$ cat src/rtl/ahb_ip_pkg.sv
// AHB input stage encodings for transfer type, burst, size and response
`default_nettype none

package ahb_ip_pkg;

  // -------------------------------------------------------------------------
  // AHB bus encodings
  // -------------------------------------------------------------------------

  // HTRANS
  typedef enum logic [1:0]
  {
    IDLE   = 2'b00,  // No transfer wanted
    BUSY   = 2'b01,  // Master stalls inside a burst
    NONSEQ = 2'b10,  // Single or first beat
    SEQ    = 2'b11   // Following burst beats
  } htrans_t;

  // HBURST
  typedef enum logic [2:0]
  {
    SINGLE = 3'b000,
    INCR   = 3'b001,  // Undefined length
    WRAP4  = 3'b010,
    INCR4  = 3'b011,
    WRAP8  = 3'b100,
    INCR8  = 3'b101,
    WRAP16 = 3'b110,
    INCR16 = 3'b111
  } hburst_t;

  // HSIZE, only byte to doubleword have a beat offset of their own
  typedef logic [2:0] hsize_t;

  localparam hsize_t SIZE_BYTE  = 3'd0;
  localparam hsize_t SIZE_HALF  = 3'd1;
  localparam hsize_t SIZE_WORD  = 3'd2;
  localparam hsize_t SIZE_DWORD = 3'd3;

  // HRESP
  typedef enum logic [1:0]
  {
    OKAY  = 2'b00,
    ERROR = 2'b01,
    RETRY = 2'b10,
    SPLIT = 2'b11
  } hresp_t;

  localparam int BOUND_BITS         = 4;   // Beats covered by a WRAP16
  localparam int ADDR_WIDTH_DEFAULT = 32;

endpackage

`default_nettype wire

$ cat src/rtl/ahb_input_stage.sv
// AHB bus matrix slave port input stage holding transfers for the output stage
`default_nettype none

module ahb_input_stage
#(
  parameter int ADDR_WIDTH = ahb_ip_pkg::ADDR_WIDTH_DEFAULT
)
(
  input  logic                  HCLK,
  input  logic                  HRESETn,
  // Master side address phase
  input  logic                  hsel,
  input  logic [ADDR_WIDTH-1:0] haddr,
  input  ahb_ip_pkg::htrans_t   htrans,
  input  logic                  hwrite,
  input  ahb_ip_pkg::hsize_t    hsize,
  input  ahb_ip_pkg::hburst_t   hburst,
  input  logic                  hmastlock,
  input  logic                  hready,
  // Output stage response
  input  logic                  active_ip,
  input  logic                  readyout_ip,
  input  ahb_ip_pkg::hresp_t    resp_ip,
  // Master side response
  output logic                  hreadyout,
  output ahb_ip_pkg::hresp_t    hresp,
  // Toward output stage
  output logic                  sel_ip,
  output logic [ADDR_WIDTH-1:0] addr_ip,
  output ahb_ip_pkg::htrans_t   trans_ip,
  output logic                  write_ip,
  output ahb_ip_pkg::hsize_t    size_ip,
  output ahb_ip_pkg::hburst_t   burst_ip,
  output logic                  mastlock_ip,
  output logic                  held_tran_ip
);

  import ahb_ip_pkg::*;

  logic    load_reg;       // Address phase accepted
  logic    addr_valid;
  logic    pend_tran_reg;  // Transfer waiting for output stage
  htrans_t trans_sel;
  htrans_t trans_int;
  hburst_t burst_int;

  // Holding register and mux
  ahb_ip_hold #(.ADDR_WIDTH(ADDR_WIDTH)) i_ahb_ip_hold
  (
    .HCLK, .HRESETn, .hsel, .haddr, .htrans, .hwrite, .hsize, .hburst,
    .hmastlock, .hready, .active_ip, .readyout_ip,
    .sel_ip, .addr_ip, .write_ip, .size_ip, .mastlock_ip, .held_tran_ip,
    .load_reg, .addr_valid, .pend_tran_reg, .trans_sel, .trans_int, .burst_int
  );

  // Master response
  ahb_ip_resp i_ahb_ip_resp
  (
    .HCLK, .HRESETn, .hready, .addr_valid, .pend_tran_reg,
    .readyout_ip, .resp_ip, .hreadyout, .hresp
  );

  // Broken burst fix-up
  ahb_ip_burst #(.ADDR_WIDTH(ADDR_WIDTH)) i_ahb_ip_burst
  (
    .HCLK, .HRESETn, .htrans, .haddr, .hsize, .hburst, .hready,
    .load_reg, .active_ip, .trans_sel, .trans_int, .burst_int,
    .trans_ip, .burst_ip
  );

endmodule

`default_nettype wire

$ cat src/rtl/ahb_ip_burst.sv
// AHB input stage early burst termination with HTRANS/HBURST override
`default_nettype none

module ahb_ip_burst
#(
  parameter int ADDR_WIDTH = 32
)
(
  input  logic                  HCLK,
  input  logic                  HRESETn,
  input  ahb_ip_pkg::htrans_t   htrans,
  input  logic [ADDR_WIDTH-1:0] haddr,
  input  ahb_ip_pkg::hsize_t    hsize,
  input  ahb_ip_pkg::hburst_t   hburst,
  input  logic                  hready,
  input  logic                  load_reg,
  input  logic                  active_ip,
  input  ahb_ip_pkg::htrans_t   trans_sel,  // Held or direct HTRANS
  input  ahb_ip_pkg::htrans_t   trans_int,  // HTRANS after hold mux
  input  ahb_ip_pkg::hburst_t   burst_int,  // HBURST after hold mux
  output ahb_ip_pkg::htrans_t   trans_ip,
  output ahb_ip_pkg::hburst_t   burst_ip
);

  import ahb_ip_pkg::*;

  logic                  burst_override;  // Burst was broken off
  logic                  burst_override_next;
  logic [BOUND_BITS-1:0] offset_addr;     // Beat number within a WRAP16
  logic [BOUND_BITS-1:0] check_addr;      // All ones on last beat of a wrap
  logic                  bound;           // Previous beat ended a wrap
  logic                  bound_en;

  // -------------------------------------------------------------------------
  // Override flag
  // -------------------------------------------------------------------------

  // A new burst or idle ends it, a SEQ taken without the output stage starts it
  always_comb
  begin
    if (htrans == NONSEQ || htrans == IDLE)
      burst_override_next = 1'b0;
    else if (htrans == SEQ && load_reg && !active_ip)
      burst_override_next = 1'b1;
    else
      burst_override_next = burst_override;
  end

  always_ff @(posedge HCLK)
  begin
    if (!HRESETn)
      burst_override <= 1'b0;
    else if (hready)
      burst_override <= burst_override_next;
  end

  // -------------------------------------------------------------------------
  // Wrap boundary check
  // -------------------------------------------------------------------------

  always_comb
  begin
    case (hsize)
      SIZE_BYTE:  offset_addr = haddr[BOUND_BITS-1:0];
      SIZE_HALF:  offset_addr = haddr[BOUND_BITS:1];
      SIZE_WORD:  offset_addr = haddr[BOUND_BITS+1:2];
      SIZE_DWORD: offset_addr = haddr[BOUND_BITS+2:3];
      default:    offset_addr = haddr[BOUND_BITS-1:0];  // Wider sizes unsupported
    endcase
  end

  // Upper bits forced high so only the wrap's own beat bits are compared
  always_comb
  begin
    case (hburst)
      WRAP4:   check_addr = {{(BOUND_BITS-2){1'b1}}, offset_addr[1:0]};
      WRAP8:   check_addr = {{(BOUND_BITS-3){1'b1}}, offset_addr[2:0]};
      WRAP16:  check_addr = offset_addr;
      default: check_addr = '0;  // Incrementing and single never wrap
    endcase
  end

  assign bound_en = htrans[1] & hready;  // Only on accepted active beats

  always_ff @(posedge HCLK)
  begin
    if (!HRESETn)
      bound <= 1'b0;
    else if (bound_en)
      bound <= &check_addr;
  end

  // SEQ -> NONSEQ and BUSY -> IDLE past a wrap boundary
  assign trans_ip = (burst_override && bound) ? htrans_t'({trans_int[1], 1'b0}) : trans_int;

  // Rest of a broken burst goes out as undefined-length
  assign burst_ip = (burst_override && trans_sel != NONSEQ) ? INCR : burst_int;

endmodule

`default_nettype wire

$ cat src/rtl/ahb_ip_hold.sv
// AHB input stage holding register, pending-transfer flag and held/direct address mux
`default_nettype none

module ahb_ip_hold
#(
  parameter int ADDR_WIDTH = 32
)
(
  input  logic                  HCLK,
  input  logic                  HRESETn,
  input  logic                  hsel,
  input  logic [ADDR_WIDTH-1:0] haddr,
  input  ahb_ip_pkg::htrans_t   htrans,
  input  logic                  hwrite,
  input  ahb_ip_pkg::hsize_t    hsize,
  input  ahb_ip_pkg::hburst_t   hburst,
  input  logic                  hmastlock,
  input  logic                  hready,
  input  logic                  active_ip,    // Output stage owned by this port
  input  logic                  readyout_ip,  // Slave ready via output stage
  output logic                  sel_ip,
  output logic [ADDR_WIDTH-1:0] addr_ip,
  output logic                  write_ip,
  output ahb_ip_pkg::hsize_t    size_ip,
  output logic                  mastlock_ip,
  output logic                  held_tran_ip, // Request to arbitration
  output logic                  load_reg,
  output logic                  addr_valid,
  output logic                  pend_tran_reg,
  output ahb_ip_pkg::htrans_t   trans_sel,    // HTRANS for burst decisions
  output ahb_ip_pkg::htrans_t   trans_int,
  output ahb_ip_pkg::hburst_t   burst_int
);

  import ahb_ip_pkg::*;

  // Captured address phase
  htrans_t               reg_trans;
  logic [ADDR_WIDTH-1:0] reg_addr;
  logic                  reg_write;
  hsize_t                reg_size;
  hburst_t               reg_burst;
  logic                  reg_mastlock;

  // -------------------------------------------------------------------------
  // Accept and capture
  // -------------------------------------------------------------------------

  assign addr_valid = hsel & htrans[1];     // NONSEQ or SEQ to this port
  assign load_reg   = addr_valid & hready;  // Master moves past address phase

  // Loaded on every accept, only read while a transfer waits
  always_ff @(posedge HCLK)
  begin
    if (load_reg)
    begin
      reg_trans    <= htrans;
      reg_addr     <= haddr;
      reg_write    <= hwrite;
      reg_size     <= hsize;
      reg_burst    <= hburst;
      reg_mastlock <= hmastlock;
    end
  end

  // Set when the output stage missed the accept, cleared once it completes
  always_ff @(posedge HCLK)
  begin
    if (!HRESETn)
      pend_tran_reg <= 1'b0;
    else if (load_reg && !active_ip)
      pend_tran_reg <= 1'b1;
    else if (active_ip && readyout_ip)
      pend_tran_reg <= 1'b0;
  end

  // Request stays up while the transfer sits in the register
  assign held_tran_ip = load_reg | pend_tran_reg;

  // -------------------------------------------------------------------------
  // Held / direct mux
  // -------------------------------------------------------------------------

  always_comb
  begin
    if (pend_tran_reg)
    begin
      sel_ip      = 1'b1;       // Held transfer is always selected
      trans_int   = NONSEQ;     // Restarts as a fresh transfer
      addr_ip     = reg_addr;
      write_ip    = reg_write;
      size_ip     = reg_size;
      burst_int   = reg_burst;
      mastlock_ip = reg_mastlock;
    end
    else
    begin
      sel_ip      = hsel;
      trans_int   = htrans;
      addr_ip     = haddr;
      write_ip    = hwrite;
      size_ip     = hsize;
      burst_int   = hburst;
      mastlock_ip = hmastlock;
    end
  end

  // Original HTRANS of the held beat, not the forced NONSEQ
  assign trans_sel = pend_tran_reg ? reg_trans : htrans;

endmodule

`default_nettype wire

$ cat src/rtl/ahb_ip_resp.sv
// AHB input stage data-phase tracking and HREADYOUT/HRESP back to the master
`default_nettype none

module ahb_ip_resp
(
  input  logic               HCLK,
  input  logic               HRESETn,
  input  logic               hready,
  input  logic               addr_valid,    // Valid address phase this cycle
  input  logic               pend_tran_reg, // Transfer waiting in hold register
  input  logic               readyout_ip,   // Slave HREADYOUT
  input  ahb_ip_pkg::hresp_t resp_ip,       // Slave HRESP
  output logic               hreadyout,
  output ahb_ip_pkg::hresp_t hresp
);

  import ahb_ip_pkg::*;

  logic data_valid;  // Data phase of a valid transfer

  // Address phase turns into data phase when the master sees HREADY
  always_ff @(posedge HCLK)
  begin
    if (!HRESETn)
      data_valid <= 1'b0;
    else if (hready)
      data_valid <= addr_valid;
  end

  // Three sources for the response
  always_comb
  begin
    if (!data_valid)
    begin
      hreadyout = 1'b1;         // Idle, busy or not selected
      hresp     = OKAY;
    end
    else if (pend_tran_reg)
    begin
      hreadyout = 1'b0;         // Wait states until output stage is granted
      hresp     = OKAY;
    end
    else
    begin
      hreadyout = readyout_ip;  // Slave answers directly
      hresp     = resp_ip;
    end
  end

endmodule

`default_nettype wire

$ cat config.mk
export PLATFORM = sky130hd
export DESIGN_NAME = ahb_input_stage
export DESIGN_NICKNAME = d
export VERILOG_FILES = /design/src/rtl/ahb_ip_pkg.sv /design/src/rtl/ahb_input_stage.sv /design/src/rtl/ahb_ip_burst.sv /design/src/rtl/ahb_ip_hold.sv /design/src/rtl/ahb_ip_resp.sv
export SDC_FILE = /design/constraint.sdc
export NUM_CORES = 1
export LEC_CHECK = 0
export BUFFER_PORTS_ARGS = -buffer_cell sky130_fd_sc_hd__buf_2
export CORE_MARGIN = 8
export CORE_UTILIZATION = 25
export CTS_BUF_LIST = sky130_fd_sc_hd__clkbuf_16
export CTS_CLUSTER_SIZE = 20
export DETAILED_ROUTE_END_ITERATION = 6
export SLEW_MARGIN = 20
export SYNTH_ARGS = -nofsm -noshare
export SYNTH_HDL_FRONTEND = slang
export SYNTH_HIERARCHICAL = 1
export SYNTH_SLANG_ARGS = --single-unit
$ cat constraint.sdc
create_clock -name HCLK -period 2.6 [get_ports HCLK]
set_clock_uncertainty 0.05 [all_clocks]
set_input_delay 0.39 -clock HCLK [delete_from_list [all_inputs] [get_ports HCLK]]
set_output_delay 0.39 -clock HCLK [all_outputs]
set_load 0.1 [all_outputs]
# Word-level counts from Yosys, hierarchy flattened
# Cells that the tools add are included.
# Widths: inputs -> output; s select.
[op_classes]
n_eq_ne = 9
n_mux = 20
n_bitwise = 4
reduce_logical = 13
[ops]
columns = ["operator", "count"]
rows = [
  ["$mux 32", 1],
  ["$pmux 4 s3", 2],
  ["$mux 1", 10],
  ["$eq 3x2->1 const B", 3],
  ["$mux 3", 3],
  ["$mux 2", 4],
  ["$eq 3x3->1 const B", 2],
  ["$logic_and 1x1->1", 6],
  ["$eq 2x2->1 const B", 2],
  ["$reduce_and 4->1", 1],
  ["$reduce_bool 2->1", 2],
  ["$and 1x1->1", 3],
  ["$eq 3x1->1 const B", 1],
  ["$logic_not 2->1", 1],
  ["$ne 2x2->1 const B", 1],
  ["$reduce_and 2->1", 1],
  ["$logic_not 1->1", 1],
  ["$logic_or 1x1->1", 1],
  ["$or 1x1->1", 1],
]
[word_totals]
ff_bits = 46
input_bits = 50

# Logic depth before layout (Yosys ltp)
[logic_depth]
word_depth = 6
depth_mapped = 6
mapped_depth_nobuf = 5

# Hierarchy
# The synthesis kept the hierarchy.
[modules_own_cells]
columns = ["module", "n_inst", "cells_per_inst", "area_per_inst_um2", "seq_area_each_um2"]
rows = [
  ["ahb_ip_hold", 1, 99, 1960.6, 1281.2],
  ["ahb_ip_burst", 1, 41, 312.8, 40.0],
  ["ahb_ip_resp", 1, 7, 62.6, 20.0],
]

# Least setup slack after synthesis
# OpenSTA, ideal clock, no wires.
[synth_path]
path_type = "flip-flop to output port"
from = "register i_ahb_ip_hold.pend_tran_reg"
to = "output trans_ip[0]"
t_arrival_ns = 2.794
slack_ns = -0.634
stages_incl_launch_ff = 4
n_path_buf = 1
cell_sequence = "dfxtp_1 -> buf_6 -> nor2b_1 -> a21boi_0"
[synth_via]
elab_chain_cells = 2
[synth_lines]
columns = ["item", "line", "text"]
rows = [
  ["from (decl)", "ahb_ip_hold.sv:29", "output logic pend_tran_reg,"],
  ["from (signal assigned)", "ahb_ip_hold.sv:70", "pend_tran_reg <= 1'b0;"],
  ["from (signal assigned)", "ahb_ip_hold.sv:72", "pend_tran_reg <= 1'b1;"],
  ["from (signal assigned)", "ahb_ip_hold.sv:74", "pend_tran_reg <= 1'b0;"],
  ["$mux 2", "ahb_ip_hold.sv:86", "if (pend_tran_reg)"],
  ["named net trans_int[0]", "ahb_input_stage.sv:44", "htrans_t trans_int;"],
  ["$mux 1", "ahb_ip_burst.sv:94", "assign trans_ip = (burst_override && bound) ? htrans_t'({trans_int[1], 1'b0}) : trans_int;"],
  ["to (decl)", "ahb_input_stage.sv:30", "output ahb_ip_pkg::htrans_t trans_ip,"],
]
# The timed path passes the listed nets, and every way through them passes these cells.

# Final worst setup path
[layout_path]
from = "register i_ahb_ip_hold.pend_tran_reg"
to = "output burst_ip[0]"
[layout_via]
elab_chain_cells = 4
[layout_lines]
columns = ["item", "line", "text"]
rows = [
  ["$mux 2", "ahb_ip_hold.sv:109", "assign trans_sel = pend_tran_reg ? reg_trans : htrans;"],
  ["named net trans_sel[0]", "ahb_input_stage.sv:43", "htrans_t trans_sel;"],
  ["$ne 2x2->1", "ahb_ip_burst.sv:97", "assign burst_ip = (burst_override && trans_sel != NONSEQ) ? INCR : burst_int;"],
  ["$logic_and 1x1->1", "ahb_ip_burst.sv:97", ""],
  ["$mux 3", "ahb_ip_burst.sv:97", ""],
  ["to (decl)", "ahb_input_stage.sv:33", "output ahb_ip_pkg::hburst_t burst_ip,"],
]
# The timed path passes the listed nets, and every way through them passes these cells.

==> flow_metrics.tcl <==
set metrics [dict create \
    crit_buf_inv 2 \
    power_w 0.002019 \
    ys.warnings.count 6 \
    r2r-start "i_ahb_ip_hold/pend_tran_reg$_SDFFE_PN0P_" \
    top_register "i_ahb_ip_hold/reg_addr" \
    netlist_top_cells_area "edfxtp_1 (54%), mux2_4 (17%), mux2_2 (7.2%), dfxtp_1 (3.4%), buf_6 (2.4%)" \
    port_buffers 96 \
    cts_tree "done" \
    setup_slack_ns 0.3819 \
    critPathKind "reg -> out" \
    rows 35 \
    root_buffer "clkbuf_16" \
    cts_hold_buf 0 \
    synth_edf_count 42 \
    arrival_ns 1.78 \
    crit_path_end "burst_ip[0]" \
    final_area_mm2 0.003079 \
    synth-seq-cells 46 \
    core_mm2 0.009153 \
    boundaryPins 97 \
    multi_input_area_um2 904.6 \
    async_reset_ff_share_pct 0 \
    largest_register_ffs 32 \
    critPathLaunch "i_ahb_ip_hold/pend_tran_reg$_SDFFE_PN0P_" \
    cts_sinks 46 \
    syn_avg_cell_area_um2 15.89 \
    dpl_cell_area_mm2 0.002942 \
    maxSlewHeadroom_pct 62.62 \
    hold_class "in -> reg" \
    grt_max_degree 44 \
    drt-vias-per-instance 4.397 \
    worstMarginPinSlew_ns 0.5607 \
    grt_setup_unrepaired "no" \
    regArea_mm2 0.001343 \
    slowest_stage "buf_2" \
    die_h_um 112.7 \
    yosysUniqueCellTypes 37 \
    grt_pass1_vias 1688 \
    grt_overflow 0 \
    power.density_mw_per_mm2 655.8 \
    worst_path_dominant_cell_family "buffers and inverters" \
    clock_latency_ns 0.27 \
    dp.final_hpwl_mm 4.072 \
    clockBufferDepth 2 \
    maxCapViolCount 0 \
    dieArea_mm2 0.01269 \
    finalSetupViolCount 0 \
    drtIter0Drc 57 \
    insertedDiodeCount 0 \
    irDropWorstVdd_mv 0.2080 \
    min_from "haddr[22]" \
    required_ns 2.16 \
    clk_pin_slew_worst_paths_ns 0.06 \
    cts-htree-levels 2 \
    critPathCaptureType "output pin" \
    cts_setup_buffers 0 \
    drtAntennaViolNets 0 \
    reg_top3 "i_ahb_ip_hold/reg_addr x32, i_ahb_ip_hold/reg_burst x3, i_ahb_ip_hold/reg_size x3" \
    drc 0 \
    tns_ns 0 \
    hold_viol_final 0 \
    nFillCells 906 \
    reg2reg_depth 3 \
    place.gp.congestion 0.6975 \
    cp.depth 5 \
    timing.rr.end "i_ahb_ip_hold/pend_tran_reg$_SDFFE_PN0P_" \
    drive_gt1_share_pct 62.75 \
    syn_inst 147 \
    drv_slew 0 \
    syn_to_final_growth_pct 31.82 \
    yosys.area.top_type "edfxtp_1" \
    power.leakage_nw 1.303 \
    cpPeakStageDelay_ns 0.42 \
    post-route-util_pct 33.64 \
    grt_pass1_wl_mm 8.590 \
    max_freq_mhz 450.8 \
    cts_buffers 5 \
    status "completed" \
    ys.flop_type "edfxtp_1" \
    dr.pass1.iters 4 \
    netlist.area_leader.share_pct 53.99 \
    cp_cell_sequence "buf_4 > a21o_1 > o21ai_0 > nand2b_1 > buf_2" \
    grt_usage_pct 8.293 \
    antenna_found_initial 0 \
    drt-wirelength-per-cell_um 14.88 \
    cts_resized 0 \
    start_util_pct 25.52 \
    worstPathMaxFanout 22 \
    nets 296 \
    period_needed_ns 2.218 \
    rrSetupSlack_ns 1.43 \
    dieWidth_um 112.7 \
    wl_mm 5.328 \
    place_worst_setup_slack_ns 0.6244 \
    critPathLaunchType "register" \
    netlist_area_mm2 0.002336 \
    fin_crit_sh_pct 85.31 \
    seq_area_frac_synth_pct 57.42 \
    syn_nets 197 \
    vias 1574 \
]
report_power, final:
part	internal (W)	switching (W)
Sequential	0.000845	0.00000908
Combinational	0.000135	0.000434
Clock	0.000347	0.000249
Total	0.00133	0.000692
metal layers:
metal  track usage, %  share of wire [%]  up-vias  routed length (um)
li1                 -                  -      763                   -
met5                0                  0        -                   0
met4            1.888               0.36        0                  19
met3            3.972                9.3        2                 496
met2            13.29                 47       60                2491
met1            9.796                 44      749                2322
area by class of cell:
| cell class | instances | area share (%) |
|---|---|---|
| Multi-Input combinational cell | 88 | 29.38 |
| Clock inverter | 3 | 0.4063 |
| Sequential cell | 46 | 43.60 |
| Clock buffer | 5 | 4.063 |
| Timing Repair Buffer | 99 | 17.31 |
| Tap cell | 111 | 4.510 |
| Inverter | 6 | 0.7314 |
layout by cell type (no fill, tap or decap), types with 2 or more instances in the layout:
master and count:
inv_1 7, dfxtp_1 3, mux2i_1 3, nor2b_1 2, buf_2 94, or2_2 3, edfxtp_1 42, a211o_1 2
nand3_1 2, mux2_2 15, nor3b_1 2, clkbuf_16 5, mux2_4 26, o21ai_0 2, and3b_1 2, a21oi_1 3
nand2b_1 2, and2_1 3, a221oi_1 2, buf_4 3, buf_12 2
worst min path at each step:
stage | cells past startpoint | endpoint | slack, ns
floorplan | 0 | i_ahb_ip_hold/reg_addr[0]$_DFFE_PP_ | 0.44
global placement | 2 | i_ahb_ip_resp/data_valid$_SDFFE_PN0P_ | 0.49
detailed placement | 2 | i_ahb_ip_resp/data_valid$_SDFFE_PN0P_ | 0.50
CTS | 1 | i_ahb_ip_hold/reg_addr[22]$_DFFE_PP_ | 0.24
global route | 1 | i_ahb_ip_hold/reg_mastlock$_DFFE_PP_ | 0.24
finish | 1 | i_ahb_ip_hold/reg_addr[22]$_DFFE_PP_ | 0.25
synth_stat cells (all sizes together), types with 2 or more instances:
cell type	count
or2	3
a21oi	3
nand2b	2
a21boi	2
and3b	2
nand3	2
and2	3
nor4b	2
nor3b	2
a211o	2
edfxtp	42
dfxtp	4
o21ai	3
a221oi	2
inv	6
buf	7
mux2	41
mux2i	3
nor2b	3
cell families (layout without fill, tap and decap cells):
kind of cell | after synthesis | in the layout | synth area share (%)
muxes | 44 | 44 | 25.23
buffers and inverters | 13 | 113 | 3.910
DFF | 46 | 46 | 57.42
AOI/OAI and AO/OA | 18 | 18 | 5.517
and+or+nand+nor | 26 | 26 | 7.927
stage by stage:
stage | instances | hold slack (ns)
after CTS | 358 | 0.2413
after global routing | 358 | 0.2395
after global placement | 350 | 0.4880
final | 358 | 0.2506
after detailed placement | 350 | 0.5023
after floorplan | 147 | 0.4389
No activity file was read; power rests on OpenSTA's default activity.
